### src/cpu_config.svh
`ifndef CPU_CONFIG_SVH
`define CPU_CONFIG_SVH

// data and address width
`define WORD_SIZE 16

// architectural registers, $0..$3
`define NUM_REGS 4

// first fetch address out of reset
`define RESET_PC 0

`endif

### src/cpuPkg.sv
`default_nettype none

`include "cpu_config.svh"

package cpuPkg;

    typedef logic [`WORD_SIZE-1:0]         wordT;
    typedef logic [$clog2(`NUM_REGS)-1:0]  regIdxT;

    typedef enum logic [3:0] {
        opBne = 4'd0,
        opBeq = 4'd1,
        opAdi = 4'd4,
        opLhi = 4'd6,
        opLwd = 4'd7,
        opSwd = 4'd8,
        opJmp = 4'd9,
        opAlu = 4'd15   // R-type, func field picks the operation
    } opcodeE;

    typedef enum logic [5:0] {
        fnAdd = 6'd0,
        fnSub = 6'd1,
        fnAnd = 6'd2,
        fnOrr = 6'd3,
        fnWwd = 6'd28,
        fnHlt = 6'd29
    } funcE;

    typedef enum logic [2:0] {
        aluAdd,
        aluSub,
        aluAnd,
        aluOr,
        aluLhi,     // result is the placed immediate
        aluPassA
    } aluOpE;

    typedef struct packed {
        logic  regWrite;
        logic  aluSrcB;     // operand B from immediate
        logic  memRead;
        logic  memWrite;
        logic  memToReg;
        logic  isWwd;
        logic  isHalt;
        logic  isDone;      // counts as a retired instruction
        aluOpE aluOp;
    } ctrlT;

    typedef struct packed {
        wordT pc;
        wordT instr;
    } ifIdT;

    typedef struct packed {
        ctrlT   ctrl;
        wordT   opA;
        wordT   opB;
        wordT   imm;
        regIdxT rs;
        regIdxT rt;
        regIdxT rd;
    } idExT;

    typedef struct packed {
        ctrlT   ctrl;
        wordT   aluResult;  // also the data address
        wordT   storeData;
        wordT   wwdData;
        regIdxT rd;
    } exMemT;

    typedef struct packed {
        ctrlT   ctrl;
        wordT   memData;
        wordT   aluResult;
        wordT   wwdData;
        regIdxT rd;
    } memWbT;

    // operand source, lowest priority first
    typedef enum logic [1:0] {
        fwdReg,
        fwdWb,
        fwdMem,
        fwdEx
    } fwdSelE;

endpackage

`default_nettype wire

### src/datapath.sv
`timescale 1ns/1ps
`default_nettype none

`include "cpu_config.svh"

module datapath import cpuPkg::*; (
    input  wire logic clk,
    input  wire logic rst,
    output logic      readM1,
    output wordT      address1,
    input  wire wordT data1,
    output logic      readM2,
    output logic      writeM2,
    output wordT      address2,
    input  wire wordT dataIn,
    output wordT      dataOut,
    output wordT      numInst,
    output wordT      outputPort,
    output logic      isHalted
);

    wordT   pc;
    wordT   nextPc;
    ifIdT   ifIdD, ifIdQ;
    idExT   idExD, idExQ;
    exMemT  exMemD, exMemQ;
    memWbT  memWbD, memWbQ;
    ctrlT   idCtrl;
    wordT   idImm;
    regIdxT idRs, idRt, idRd;
    logic   isBranch, isJump, branchNe, idUsesRt;
    wordT   rData1, rData2, idOpA, idOpB;
    logic   stall, flush, branchTaken;
    logic   haltPending, haltFetch;
    fwdSelE fwdIdA, fwdIdB, fwdExA, fwdExB;
    wordT   exOpA, exOpB, exResult;
    wordT   memFwd, wbData;

    function automatic wordT fwdPick(fwdSelE sel, wordT regVal, wordT wbVal,
                                     wordT memVal, wordT exVal);
        case (sel)
            fwdEx:   return exVal;
            fwdMem:  return memVal;
            fwdWb:   return wbVal;
            default: return regVal;
        endcase
    endfunction

    // fetch
    assign readM1   = !isHalted;
    assign address1 = pc;
    assign ifIdD    = '{pc: pc, instr: data1};

    // once HLT is decoded nothing younger may enter
    assign haltFetch = haltPending || idCtrl.isHalt;

    always_comb begin
        if (isJump) begin
            nextPc = {ifIdQ.pc[`WORD_SIZE-1:`WORD_SIZE-4], ifIdQ.instr[11:0]};
        end else if (branchTaken) begin
            nextPc = ifIdQ.pc + wordT'(1) + idImm;
        end else begin
            nextPc = pc + wordT'(1);
        end
    end

    always_ff @(posedge clk) begin
        if (rst) begin
            pc <= wordT'(`RESET_PC);
        end else if (!stall && !haltFetch) begin
            pc <= nextPc;
        end
    end

    pipeReg #(.payloadT(ifIdT)) ifId (
        .clk(clk), .rst(rst),
        .stall(stall), .bubble(flush),
        .d(ifIdD), .q(ifIdQ)
    );

    // decode
    decodeUnit decoder (
        .instr(ifIdQ.instr), .ctrl(idCtrl), .imm(idImm),
        .rs(idRs), .rt(idRt), .rd(idRd),
        .isBranch(isBranch), .isJump(isJump), .branchNe(branchNe)
    );

    // R-type ALU ops, stores and branches read rt
    assign idUsesRt = isBranch || idCtrl.memWrite || (idCtrl.regWrite && !idCtrl.aluSrcB);

    regFile regs (
        .clk(clk), .rst(rst), .rs(idRs), .rt(idRt),
        .wAddr(memWbQ.rd), .wData(wbData), .wEn(memWbQ.ctrl.regWrite),
        .rData1(rData1), .rData2(rData2)
    );

    hazardUnit hazard (
        .idRs(idRs), .idRt(idRt), .idUsesRt(idUsesRt), .isBranch(isBranch),
        .exCtrl(idExQ.ctrl), .exRd(idExQ.rd),
        .memCtrl(exMemQ.ctrl), .memRd(exMemQ.rd),
        .exRs(idExQ.rs), .exRt(idExQ.rt),
        .stall(stall),
        .fwdIdA(fwdIdA), .fwdIdB(fwdIdB), .fwdExA(fwdExA), .fwdExB(fwdExB)
    );

    assign idOpA = fwdPick(fwdIdA, rData1, wbData, memFwd, exResult);
    assign idOpB = fwdPick(fwdIdB, rData2, wbData, memFwd, exResult);

    assign branchTaken = isBranch && ((idOpA == idOpB) ^ branchNe);
    assign flush       = !stall && (branchTaken || isJump || haltFetch);

    assign idExD = '{ctrl: idCtrl, opA: idOpA, opB: idOpB, imm: idImm,
                     rs: idRs, rt: idRt, rd: idRd};

    pipeReg #(.payloadT(idExT)) idEx (
        .clk(clk), .rst(rst),
        .stall(1'b0), .bubble(stall),
        .d(idExD), .q(idExQ)
    );

    // execute
    assign exOpA = (fwdExA == fwdMem) ? memFwd : idExQ.opA;
    assign exOpB = (fwdExB == fwdMem) ? memFwd : idExQ.opB;

    execUnit alu (
        .ctrl(idExQ.ctrl), .opA(exOpA), .opB(exOpB),
        .imm(idExQ.imm), .result(exResult)
    );

    assign exMemD = '{ctrl: idExQ.ctrl, aluResult: exResult, storeData: exOpB,
                      wwdData: exOpA, rd: idExQ.rd};

    pipeReg #(.payloadT(exMemT)) exMem (
        .clk(clk), .rst(rst),
        .stall(1'b0), .bubble(1'b0),
        .d(exMemD), .q(exMemQ)
    );

    // memory
    assign readM2   = exMemQ.ctrl.memRead;
    assign writeM2  = exMemQ.ctrl.memWrite;
    assign address2 = (readM2 || writeM2) ? exMemQ.aluResult : '0;
    assign dataOut  = exMemQ.storeData;
    assign memFwd   = exMemQ.ctrl.memRead ? dataIn : exMemQ.aluResult;

    assign memWbD = '{ctrl: exMemQ.ctrl, memData: dataIn, aluResult: exMemQ.aluResult,
                      wwdData: exMemQ.wwdData, rd: exMemQ.rd};

    pipeReg #(.payloadT(memWbT)) memWb (
        .clk(clk), .rst(rst),
        .stall(1'b0), .bubble(1'b0),
        .d(memWbD), .q(memWbQ)
    );

    // write-back
    assign wbData = memWbQ.ctrl.memToReg ? memWbQ.memData : memWbQ.aluResult;

    always_ff @(posedge clk) begin
        if (rst) begin
            numInst     <= '0;
            outputPort  <= '0;
            isHalted    <= 1'b0;
            haltPending <= 1'b0;
        end else begin
            if (memWbQ.ctrl.isDone) begin
                numInst <= numInst + wordT'(1);
            end
            if (memWbQ.ctrl.isWwd) begin
                outputPort <= memWbQ.wwdData;
            end
            if (memWbQ.ctrl.isHalt) begin
                isHalted <= 1'b1;   // sticky until reset
            end
            if (idCtrl.isHalt && !stall) begin
                haltPending <= 1'b1;
            end
        end
    end

endmodule

`default_nettype wire

### src/decodeUnit.sv
`timescale 1ns/1ps
`default_nettype none

module decodeUnit import cpuPkg::*; (
    input  wire wordT instr,
    output ctrlT      ctrl,
    output wordT      imm,
    output regIdxT    rs,
    output regIdxT    rt,
    output regIdxT    rd,
    output logic      isBranch,
    output logic      isJump,
    output logic      branchNe
);

    opcodeE opcode;
    funcE   func;
    logic   isRType;
    logic   isBubble;
    wordT   immSext;
    wordT   immHigh;

    assign opcode  = opcodeE'(instr[15:12]);
    assign func    = funcE'(instr[5:0]);
    assign isRType = (opcode == opAlu);

    // a flushed ifId slot is all zeros, never treat it as BNE
    assign isBubble = (instr == '0);

    assign rs = instr[11:10];
    assign rt = instr[9:8];
    assign rd = isRType ? instr[7:6] : instr[9:8];   // ADI, LHI, LWD write rt

    assign immSext = wordT'(signed'(instr[7:0]));
    assign immHigh = wordT'(instr[7:0]) << 8;        // LHI fills the upper byte

    always_comb begin
        ctrl     = '0;
        imm      = immSext;
        isBranch = 1'b0;
        isJump   = 1'b0;
        branchNe = 1'b0;
        if (!isBubble) begin
            ctrl.isDone = 1'b1;
            case (opcode)
                opAlu: begin
                    case (func)
                        fnAdd: begin
                            ctrl.regWrite = 1'b1;
                            ctrl.aluOp    = aluAdd;
                        end
                        fnSub: begin
                            ctrl.regWrite = 1'b1;
                            ctrl.aluOp    = aluSub;
                        end
                        fnAnd: begin
                            ctrl.regWrite = 1'b1;
                            ctrl.aluOp    = aluAnd;
                        end
                        fnOrr: begin
                            ctrl.regWrite = 1'b1;
                            ctrl.aluOp    = aluOr;
                        end
                        fnWwd: begin
                            ctrl.isWwd = 1'b1;
                            ctrl.aluOp = aluPassA;
                        end
                        fnHlt:   ctrl.isHalt = 1'b1;
                        default: ctrl.isDone = 1'b0;   // unsupported function
                    endcase
                end
                opAdi: begin
                    ctrl.regWrite = 1'b1;
                    ctrl.aluSrcB  = 1'b1;
                end
                opLhi: begin
                    ctrl.regWrite = 1'b1;
                    ctrl.aluSrcB  = 1'b1;
                    ctrl.aluOp    = aluLhi;
                    imm           = immHigh;
                end
                opLwd: begin
                    ctrl.regWrite = 1'b1;
                    ctrl.aluSrcB  = 1'b1;
                    ctrl.memRead  = 1'b1;
                    ctrl.memToReg = 1'b1;
                end
                opSwd: begin
                    ctrl.aluSrcB  = 1'b1;
                    ctrl.memWrite = 1'b1;
                end
                opBne, opBeq: begin
                    isBranch = 1'b1;
                    branchNe = (opcode == opBne);
                end
                opJmp:   isJump = 1'b1;
                default: ctrl.isDone = 1'b0;
            endcase
        end
    end

endmodule

`default_nettype wire

### src/execUnit.sv
`timescale 1ns/1ps
`default_nettype none

module execUnit import cpuPkg::*; (
    input  wire ctrlT ctrl,
    input  wire wordT opA,
    input  wire wordT opB,
    input  wire wordT imm,
    output wordT      result
);

    wordT aluB;

    assign aluB = ctrl.aluSrcB ? imm : opB;   // ADI, LWD, SWD take the immediate

    always_comb begin
        case (ctrl.aluOp)
            aluAdd:  result = opA + aluB;
            aluSub:  result = opA - aluB;
            aluAnd:  result = opA & aluB;
            aluOr:   result = opA | aluB;
            aluLhi:  result = imm;            // already shifted in decode
            default: result = opA;            // WWD passes rs through
        endcase
    end

endmodule

`default_nettype wire

### src/hazardUnit.sv
`timescale 1ns/1ps
`default_nettype none

module hazardUnit import cpuPkg::*; (
    input  wire regIdxT idRs,
    input  wire regIdxT idRt,
    input  wire logic   idUsesRt,
    input  wire logic   isBranch,
    input  wire ctrlT   exCtrl,
    input  wire regIdxT exRd,
    input  wire ctrlT   memCtrl,
    input  wire regIdxT memRd,
    input  wire regIdxT exRs,
    input  wire regIdxT exRt,
    output logic        stall,
    output fwdSelE      fwdIdA,
    output fwdSelE      fwdIdB,
    output fwdSelE      fwdExA,
    output fwdSelE      fwdExB
);

    logic exHitA;
    logic exHitB;
    logic memHitA;
    logic memHitB;

    // youngest producer first
    function automatic fwdSelE fwdPrio(logic exHit, logic memHit);
        if (exHit) begin
            return fwdEx;
        end else if (memHit) begin
            return fwdMem;
        end
        return fwdReg;
    endfunction

    assign exHitA  = exCtrl.regWrite && (exRd == idRs);
    assign exHitB  = exCtrl.regWrite && idUsesRt && (exRd == idRt);
    assign memHitA = memCtrl.regWrite && (memRd == idRs);
    assign memHitB = memCtrl.regWrite && idUsesRt && (memRd == idRt);

    // load data is not there yet; a branch also waits out the memory stage
    assign stall = (exCtrl.memRead && (exHitA || exHitB))
                || (isBranch && memCtrl.memRead && (memHitA || memHitB));

    assign fwdIdA = fwdPrio(exHitA, memHitA);
    assign fwdIdB = fwdPrio(exHitB, memHitB);

    // execute only looks one stage ahead
    assign fwdExA = fwdPrio(1'b0, memCtrl.regWrite && (memRd == exRs));
    assign fwdExB = fwdPrio(1'b0, memCtrl.regWrite && (memRd == exRt));

endmodule

`default_nettype wire

### src/pipeReg.sv
`timescale 1ns/1ps
`default_nettype none

module pipeReg #(
    parameter type payloadT = logic
) (
    input  wire logic    clk,
    input  wire logic    rst,
    input  wire logic    stall,     // keep current contents
    input  wire logic    bubble,    // load all zeros, i.e. a nop
    input  wire payloadT d,
    output payloadT      q
);

    // bubble wins over stall so a flush is never lost
    always_ff @(posedge clk) begin
        if (rst || bubble) begin
            q <= '0;
        end else if (!stall) begin
            q <= d;
        end
    end

endmodule

`default_nettype wire

### src/regFile.sv
`timescale 1ns/1ps
`default_nettype none

`include "cpu_config.svh"

module regFile import cpuPkg::*; (
    input  wire logic   clk,
    input  wire logic   rst,
    input  wire regIdxT rs,
    input  wire regIdxT rt,
    input  wire regIdxT wAddr,
    input  wire wordT   wData,
    input  wire logic   wEn,
    output wordT        rData1,
    output wordT        rData2
);

    wordT regs [`NUM_REGS];

    always_ff @(posedge clk) begin
        if (rst) begin
            for (int i = 0; i < `NUM_REGS; i++) begin
                regs[i] <= '0;
            end
        end else if (wEn) begin
            regs[wAddr] <= wData;
        end
    end

    // write-back value shows through in the same cycle
    assign rData1 = (wEn && wAddr == rs) ? wData : regs[rs];
    assign rData2 = (wEn && wAddr == rt) ? wData : regs[rt];

endmodule

`default_nettype wire

### config.mk
export PLATFORM = sky130hd
export DESIGN_NAME = datapath
export DESIGN_NICKNAME = d
export VERILOG_FILES = /design/src/cpuPkg.sv /design/src/datapath.sv /design/src/decodeUnit.sv /design/src/execUnit.sv /design/src/hazardUnit.sv /design/src/pipeReg.sv /design/src/regFile.sv
export VERILOG_INCLUDE_DIRS = /design/src
export SDC_FILE = /design/constraint.sdc
export NUM_CORES = 1
export LEC_CHECK = 0
export BUFFER_PORTS_ARGS = -buffer_cell sky130_fd_sc_hd__buf_2
export CORE_UTILIZATION = 25
export DETAILED_ROUTE_END_ITERATION = 10
export HOLD_SLACK_MARGIN = 0.12
export SLEW_MARGIN = 20
export SYNTH_ARGS = -nofsm -noshare
export SYNTH_HDL_FRONTEND = slang
export SYNTH_SLANG_ARGS = --single-unit
### constraint.sdc
create_clock -name clk -period 15.85 [get_ports clk]
set_clock_uncertainty 0.1 [all_clocks]
set_input_delay 3.17 -clock clk [delete_from_list [all_inputs] [get_ports clk]]
set_output_delay 3.17 -clock clk [all_outputs]
set_load 0.02 [all_outputs]
Yosys cells after proc, flatten, opt, wreduce, memory -nomap -nowiden --
Memory sizes are Yosys's and may differ from the RTL's. A register that Yosys moved wholly into a read port is not among the register bits. Index checks and enable logic that the tools add are counted.
Storage, ports and cells: register bits after elaboration 257, memory bits (writable) 64, input bits 34, logic and storage cells 193, memories kept 1
Memory list:
- regs.regs | words 4, bits a word 16, read ports 2, clocked after memory_dff 2, wr ports 4, RTL line regFile.sv:18 | wordT regs [`NUM_REGS];
Operators by class: add/sub/neg operators 6, equal/unequal tests 33, multiplexer cells 63, bitwise gates (word level) 4, reductions and logical operators 46
Operators with widths (number):
- 2-to-1 mux 16 bit | 11
- one-hot mux 16 bit (3 select lines) | 2
- one-hot mux 16 bit (5 select lines) | 1
- adder 16 x 1 -> 16 bit, second input constant | 3
- 2-to-1 mux 2 bit | 17
- adder 16 bit | 2
- 2-to-1 mux 15 bit | 2
- 2-to-1 mux 1 bit | 25
- logical AND 1 bit | 18
- AND 16 bit | 1
- == test 16 bit | 1
- == test 2 bit | 8
- zero test 16 bit | 1
- bitwise OR 16 bit | 1
- OR reduction 16 bit | 1
- subtractor 16 bit | 1
- == test 2 bit, second input constant | 6
- == test 4 x 3 -> 1 bit, second input constant | 3
- == test 4 bit, second input constant | 3
- == test 6 x 2 -> 1 bit, second input constant | 2
- == test 6 x 5 -> 1 bit, second input constant | 2
- one-hot mux 3 bit (4 select lines) | 1
- logical OR 1 bit | 11
- 2-to-1 mux 11 bit | 1
- other kinds (19) | 28

Logic depth before layout (Yosys ltp) --
depth in word-level cells 23, mapped depth 29, depth with buffers taken out 26

By module --
A second synthesis with hierarchy kept.
Unflattened totals: cell total of the unflattened synthesis 1962, area, all modules 19720.2 um^2
Modules (own cells, without submodules):
- datapath | times used 1, cells an instance 602, area each 5176.2 um^2, sequential area each 1001.0 um^2
- pipeReg (exMem ...) | times used 2, cells an instance 198, area each 2243.4 um^2, sequential area each 1221.2 um^2
- regFile | times used 1, cells an instance 221, area each 3812.4 um^2, sequential area each 1921.8 um^2
- pipeReg (idEx) | times used 1, cells an instance 210, area each 2338.5 um^2, sequential area each 1301.2 um^2
- execUnit | times used 1, cells an instance 330, area each 2109.5 um^2, sequential area each 0.0 um^2
- pipeReg (ifId) | times used 1, cells an instance 105, area each 1156.1 um^2, sequential area each 640.6 um^2
- decodeUnit | times used 1, cells an instance 70, area each 440.4 um^2, sequential area each 0.0 um^2
- hazardUnit | times used 1, cells an instance 28, area each 200.2 um^2, sequential area each 0.0 um^2

Worst setup path after synthesis --
Ideal clock, no wire load.
kind input to register, start point input dataIn[2], end point register pc[0] (netlist: address1[0]), setup time 88 ps, arrival 8651 ps, required time 15662 ps, slack 7011 ps, cell stages on the path 24, buffers on the path 2, cell sequence mux2_4 -> nor4_1 -> o31ai_2 -> or4_1 -> or4_1 -> or2_2 -> o21ai_0 -> xor2_1 -> ha_1 -> nand2_1 -> a211oi_1 -> and3_1 -> a2111oi_0 -> o21bai_1 -> xnor3_1 -> and2_1 -> o32a_1 -> buf_6 -> nor2b_4 -> a21oi_1 -> nand2b_4 -> buf_6 -> or3_1 -> a311oi_2
Between the ends: longest elaborated chain between the ends 11, elaborated cells between the ends (all ways) 16, classes of those cells add/sub: 2; eq/ne: 1; mux: 9; bitwise: 3; reduce/logical: 1
RTL lines:
- start: declaration | RTL line datapath.sv:15 | input wire wordT dataIn,
- 2-to-1 mux 16 bit * | RTL line datapath.sv:144 | assign memFwd = exMemQ.ctrl.memRead ? dataIn : exMemQ.aluResult;
- 2-to-1 mux 16 bit | RTL line datapath.sv:123 | assign exOpB = (fwdExB == fwdMem) ? memFwd : idExQ.opB;
- 2-to-1 mux 16 bit | RTL line execUnit.sv:14 | assign aluB = ctrl.aluSrcB ? imm : opB;
- subtractor 16 bit (tied with other cells) | RTL line execUnit.sv:19 | aluSub: result = opA - aluB;
- one-hot mux 16 bit (5 select lines) | RTL line execUnit.sv:17 | case (ctrl.aluOp)
- one-hot mux 16 bit (3 select lines) | RTL line datapath.sv:41 | case (sel)
- == test 16 bit * | RTL line datapath.sv:109 | assign branchTaken = isBranch && ((idOpA == idOpB) ^ branchNe);
- bitwise XOR 1 bit * | RTL line datapath.sv:109
- logical AND 1 bit * | RTL line datapath.sv:109
- 2-to-1 mux 16 bit * | RTL line datapath.sv:60 | end else if (branchTaken) begin
- 2-to-1 mux 16 bit * | RTL line datapath.sv:58 | if (isJump) begin
- end signal: assignment | RTL line datapath.sv:69 | pc <= wordT'(`RESET_PC);
- end signal: assignment | RTL line datapath.sv:71 | pc <= nextPc;
- end: declaration | RTL line datapath.sv:22 | wordT pc;
Every way passes the cells marked *; elsewhere a longest branch is shown, timed or not. A chain may end at the register's enable or synchronous reset.

Worst setup path in the final report --
start point input dataIn[2], end point register ifId.q[8] (netlist name)
Between the ends: longest elaborated chain between the ends 13, elaborated cells between the ends (all ways) 18, classes of those cells add/sub: 2; eq/ne: 1; mux: 7; bitwise: 3; reduce/logical: 5
RTL lines:
- 2-to-1 mux 16 bit * | RTL line datapath.sv:144
- 2-to-1 mux 16 bit | RTL line datapath.sv:123
- 2-to-1 mux 16 bit | RTL line execUnit.sv:14
- subtractor 16 bit (tied with other cells) | RTL line execUnit.sv:19
- one-hot mux 16 bit (5 select lines) | RTL line execUnit.sv:17
- one-hot mux 16 bit (3 select lines) | RTL line datapath.sv:41
- == test 16 bit * | RTL line datapath.sv:109
- bitwise XOR 1 bit * | RTL line datapath.sv:109
- logical AND 1 bit * | RTL line datapath.sv:109
- logical OR 1 bit * (2 in series) | RTL line datapath.sv:110 | assign flush = !stall && (branchTaken || isJump || haltFetch);
- logical AND 1 bit * | RTL line datapath.sv:110
- logical OR 1 bit * | RTL line pipeReg.sv:17 | if (rst || bubble) begin
- end signal: assignment | RTL line pipeReg.sv:18 | q <= '0;
- end signal: assignment | RTL line pipeReg.sv:20 | q <= d;
- end: declaration | RTL line pipeReg.sv:12 | output payloadT q
Marked as above.

==> run metrics <==
status=finished, final reports clean; Placer Congestion=0.9152; maximum vdd drop=85.11 uV; worst-path maximum fanout=32; Internal=2.247 mW; 1st-iter DRT viols=1582; Rows=96; largest net degree at the start of global routing=90; CTS max path bufs=3; Tightest Hold Check Type=reg2reg; n_diodes=0; Clock power frac=0.222; final slew viol count=0; area of the mapped netlist=17360 um2; Synth top area share=0.3010; clock sinks=325; switching part of the total power=0.4444; synth unique cells=92; Psw=1.797 mW; Yosys top cell by area=dfxtp_1; final wirelength=60390 um; Worst Setup Path Type=in2reg; final setup vio count=0; CP Data Required Time=16.12 ns; routed length per instance=20.72 um; cells taking the most area after synthesis=dfxtp_1 (30%), edfxtp_1 (11%), mux2i_1 (5.4%); Port Buffers=117; setup repair bufs after CTS=0; vias in the first global route=14.62k; Num CTS Buffers=39; worst-margin pin slew=1.097 ns; core area=68710 um2; drt first pass iters=6; f_max=0.1017 GHz; Total GRT Usage=0.1690; share of cells above drive strength 1=0.1513; Leak=8.016 nW; Worst R2R Setup Slack=7.95 ns; Post-synth EDFFs=64; synthesized area per cell=9.145 um2; Max Cap Violations=0; insertion delay to the later sink of the worst-skew pair=0.57 ns; most frequent cells after synthesis=dfxtp_1 (261), nor2_1 (213), nand2_1 (144); H-tree depth=2; most frequent cell after synthesis=dfxtp_1; CTS tree=yes; Vias=15.11k; setup TNS=0 ns; # resized after CTS=0; most used flip-flop cell after synthesis=dfxtp_1; warnings from Yosys=0; area grow syn2layout=15.60%; CTS Root Buffer Type=clkbuf_16; Starting Density=0.2526; Gate Count Post-Synth=1898; R2R depth=23; post-synth net total=1969; sequential cell area fraction in the yosys report=0.4117; Hold Fails Final Rpt=0; Hold EP=exMem.q[55]; initial antenna violation count=2; logic gate share of total power=0.500; Critical Path AT=10.11 ns; first-pass GRT wire length=91470 um; Rel. slew slack=0.2644; total global routing overflow=0; WHS=0.3354 ns; die extent in y=265.5 um; Tmin final=9.837 ns; # DRC=0; clock slew at reported path FFs=0.05 ns; Hold Buf Count CTS=0; Synth Register Bits=325; Routed Antenna Nets=0; sequential share of power=0.278; Ports=118; Die X-Extent=265.5 um; PwrDens=201.5 nW/um2; die area=70490 um2; worst hold start=idEx.q[59]; RSZ-0062 raised after global routing=false; number of nets in the final layout=2023; Via density=5.185; RR Endpoint=ifId.q[8]; startpoint types=primary input; CP endpoint kind=flop; Post-DP HPWL=43890 um; final worst-path cycle share=0.6206; Hold Crit Depth=1; Reg2Reg Launch Point=exMem.q[58]; Async SR Flop Fraction=0
==> cell families after synthesis <==
family	count (synthesis)	synth area share
compound gates	409	0.1604
xor+xnor	86	0.04505
fa+ha+maj	40	0.02927
buf+inv	185	0.04656
flops	325	0.4117
mux	141	0.1057
simple gates	712	0.2013
==> critical path, cell delays in order <==
cell and delay (ns):
buf_2 0.10, mux2_4 0.30, nor4_1 0.37, o31ai_2 0.18
or4_1 0.58, or4_1 0.55, or2_2 0.33, o21ai_0 0.27
xor2_1 0.20, ha_1 0.34, a21oi_1 0.27, o21ai_0 0.16
a2111oi_0 0.59, o21bai_1 0.24, xnor3_1 0.43, and2_1 0.19
o32a_1 0.52, nor2b_4 0.18, nand4_1 0.19, nand2b_4 0.29
o21a_1 0.16, buf_4 0.35, nor3_1 0.12
==> metrics by stage <==
step / setup slack (ns) / power (mW) / utilization / area [um2] / std cells
after CTS: 6.149 / 4.030 / 0.2920 / 20070 / 2914
final: 6.013 / 4.044 / 0.2920 / 20070 / 2914
after global placement: 5.555 / 3.108 / 0.2735 / 18790 / 2842
after floorplan: 7.011 / 2.490 / - / 17360 / 1898
after detailed placement: 5.602 / 3.120 / 0.2735 / 18790 / 2842
after global routing: 5.713 / 4.276 / 0.2920 / 20070 / 2914
==> how the worst max path moves through the flow <==
stage                          from           to  cells after the start  slack [ns]
final                     dataIn[2]    ifId.q[8]                     23        6.01
after global routing      dataIn[2]    ifId.q[8]                     26        5.71
after CTS                 dataIn[2]    ifId.q[8]                     26        6.15
after detailed placement  dataIn[2]         flop                     26        5.60
after global placement    dataIn[2]         flop                     23        5.56
after floorplan           dataIn[2]  address1[0]                     24        7.01
==> metal layers <==
layer / vias up / part of all wire / GRT usage
met5: - / 0.00022 / 0
met1: 7369 / 0.46 / 0.2375
met4: 2 / 0.021 / 0.04406
li1: 6973 / - / -
met2: 681 / 0.45 / 0.2672
met3: 83 / 0.073 / 0.02703
==> final cells by class <==
cell class                 count  area (um2)
timing repair buffer         158       899.6
clock buffer                  57        1125
fill                        7262       48640
inverter                      40       150.1
clock inverter                15       152.6
sequential                   325        7147
multi-input combinational   1388        9427
tap                          931        1165
==> registers in the layout, summed over array words and instances (netlist names), named ones only <==
register	flops
idEx.q	64
regs.regs	64
exMem.q	56
memWb.q	55
ifId.q	32
address1	16
numInst	16
outputPort	16
haltPending	1
isHalted	1
==> cells in the final DEF, fill, tap and decap left out, drive strengths merged, types with 16 or more instances in the layout <==
master,netlist,routed
o21ai,65,65
nor4,21,21
a21o,19,19
mux4,32,32
nor3,75,75
nor2,213,213
clkbuf,107,57
buf,38,158
xnor2,38,38
o211ai,20,20
nor2b,84,84
a21oi,95,95
dfxtp,261,261
xor2,47,47
ha,35,35
and2,24,24
o31ai,26,26
edfxtp,64,64
and3,45,45
nand2,144,144
inv,39,42
mux2,16,16
a211oi,46,46
mux2i,93,93
nand3,47,47
a31oi,23,23
==> power groups by stage <==
stage / clock (mW) / combinational [mW] / sequential (mW)
floorplan: 0 / 1.43 / 1.06
global placement: 0 / 1.98 / 1.13
detailed placement: 0 / 1.98 / 1.14
CTS: 0.917 / 1.99 / 1.12
global route: 0.949 / 2.19 / 1.14
finish: 0.896 / 2.02 / 1.12
No activity file was read; power rests on OpenSTA's default activity.
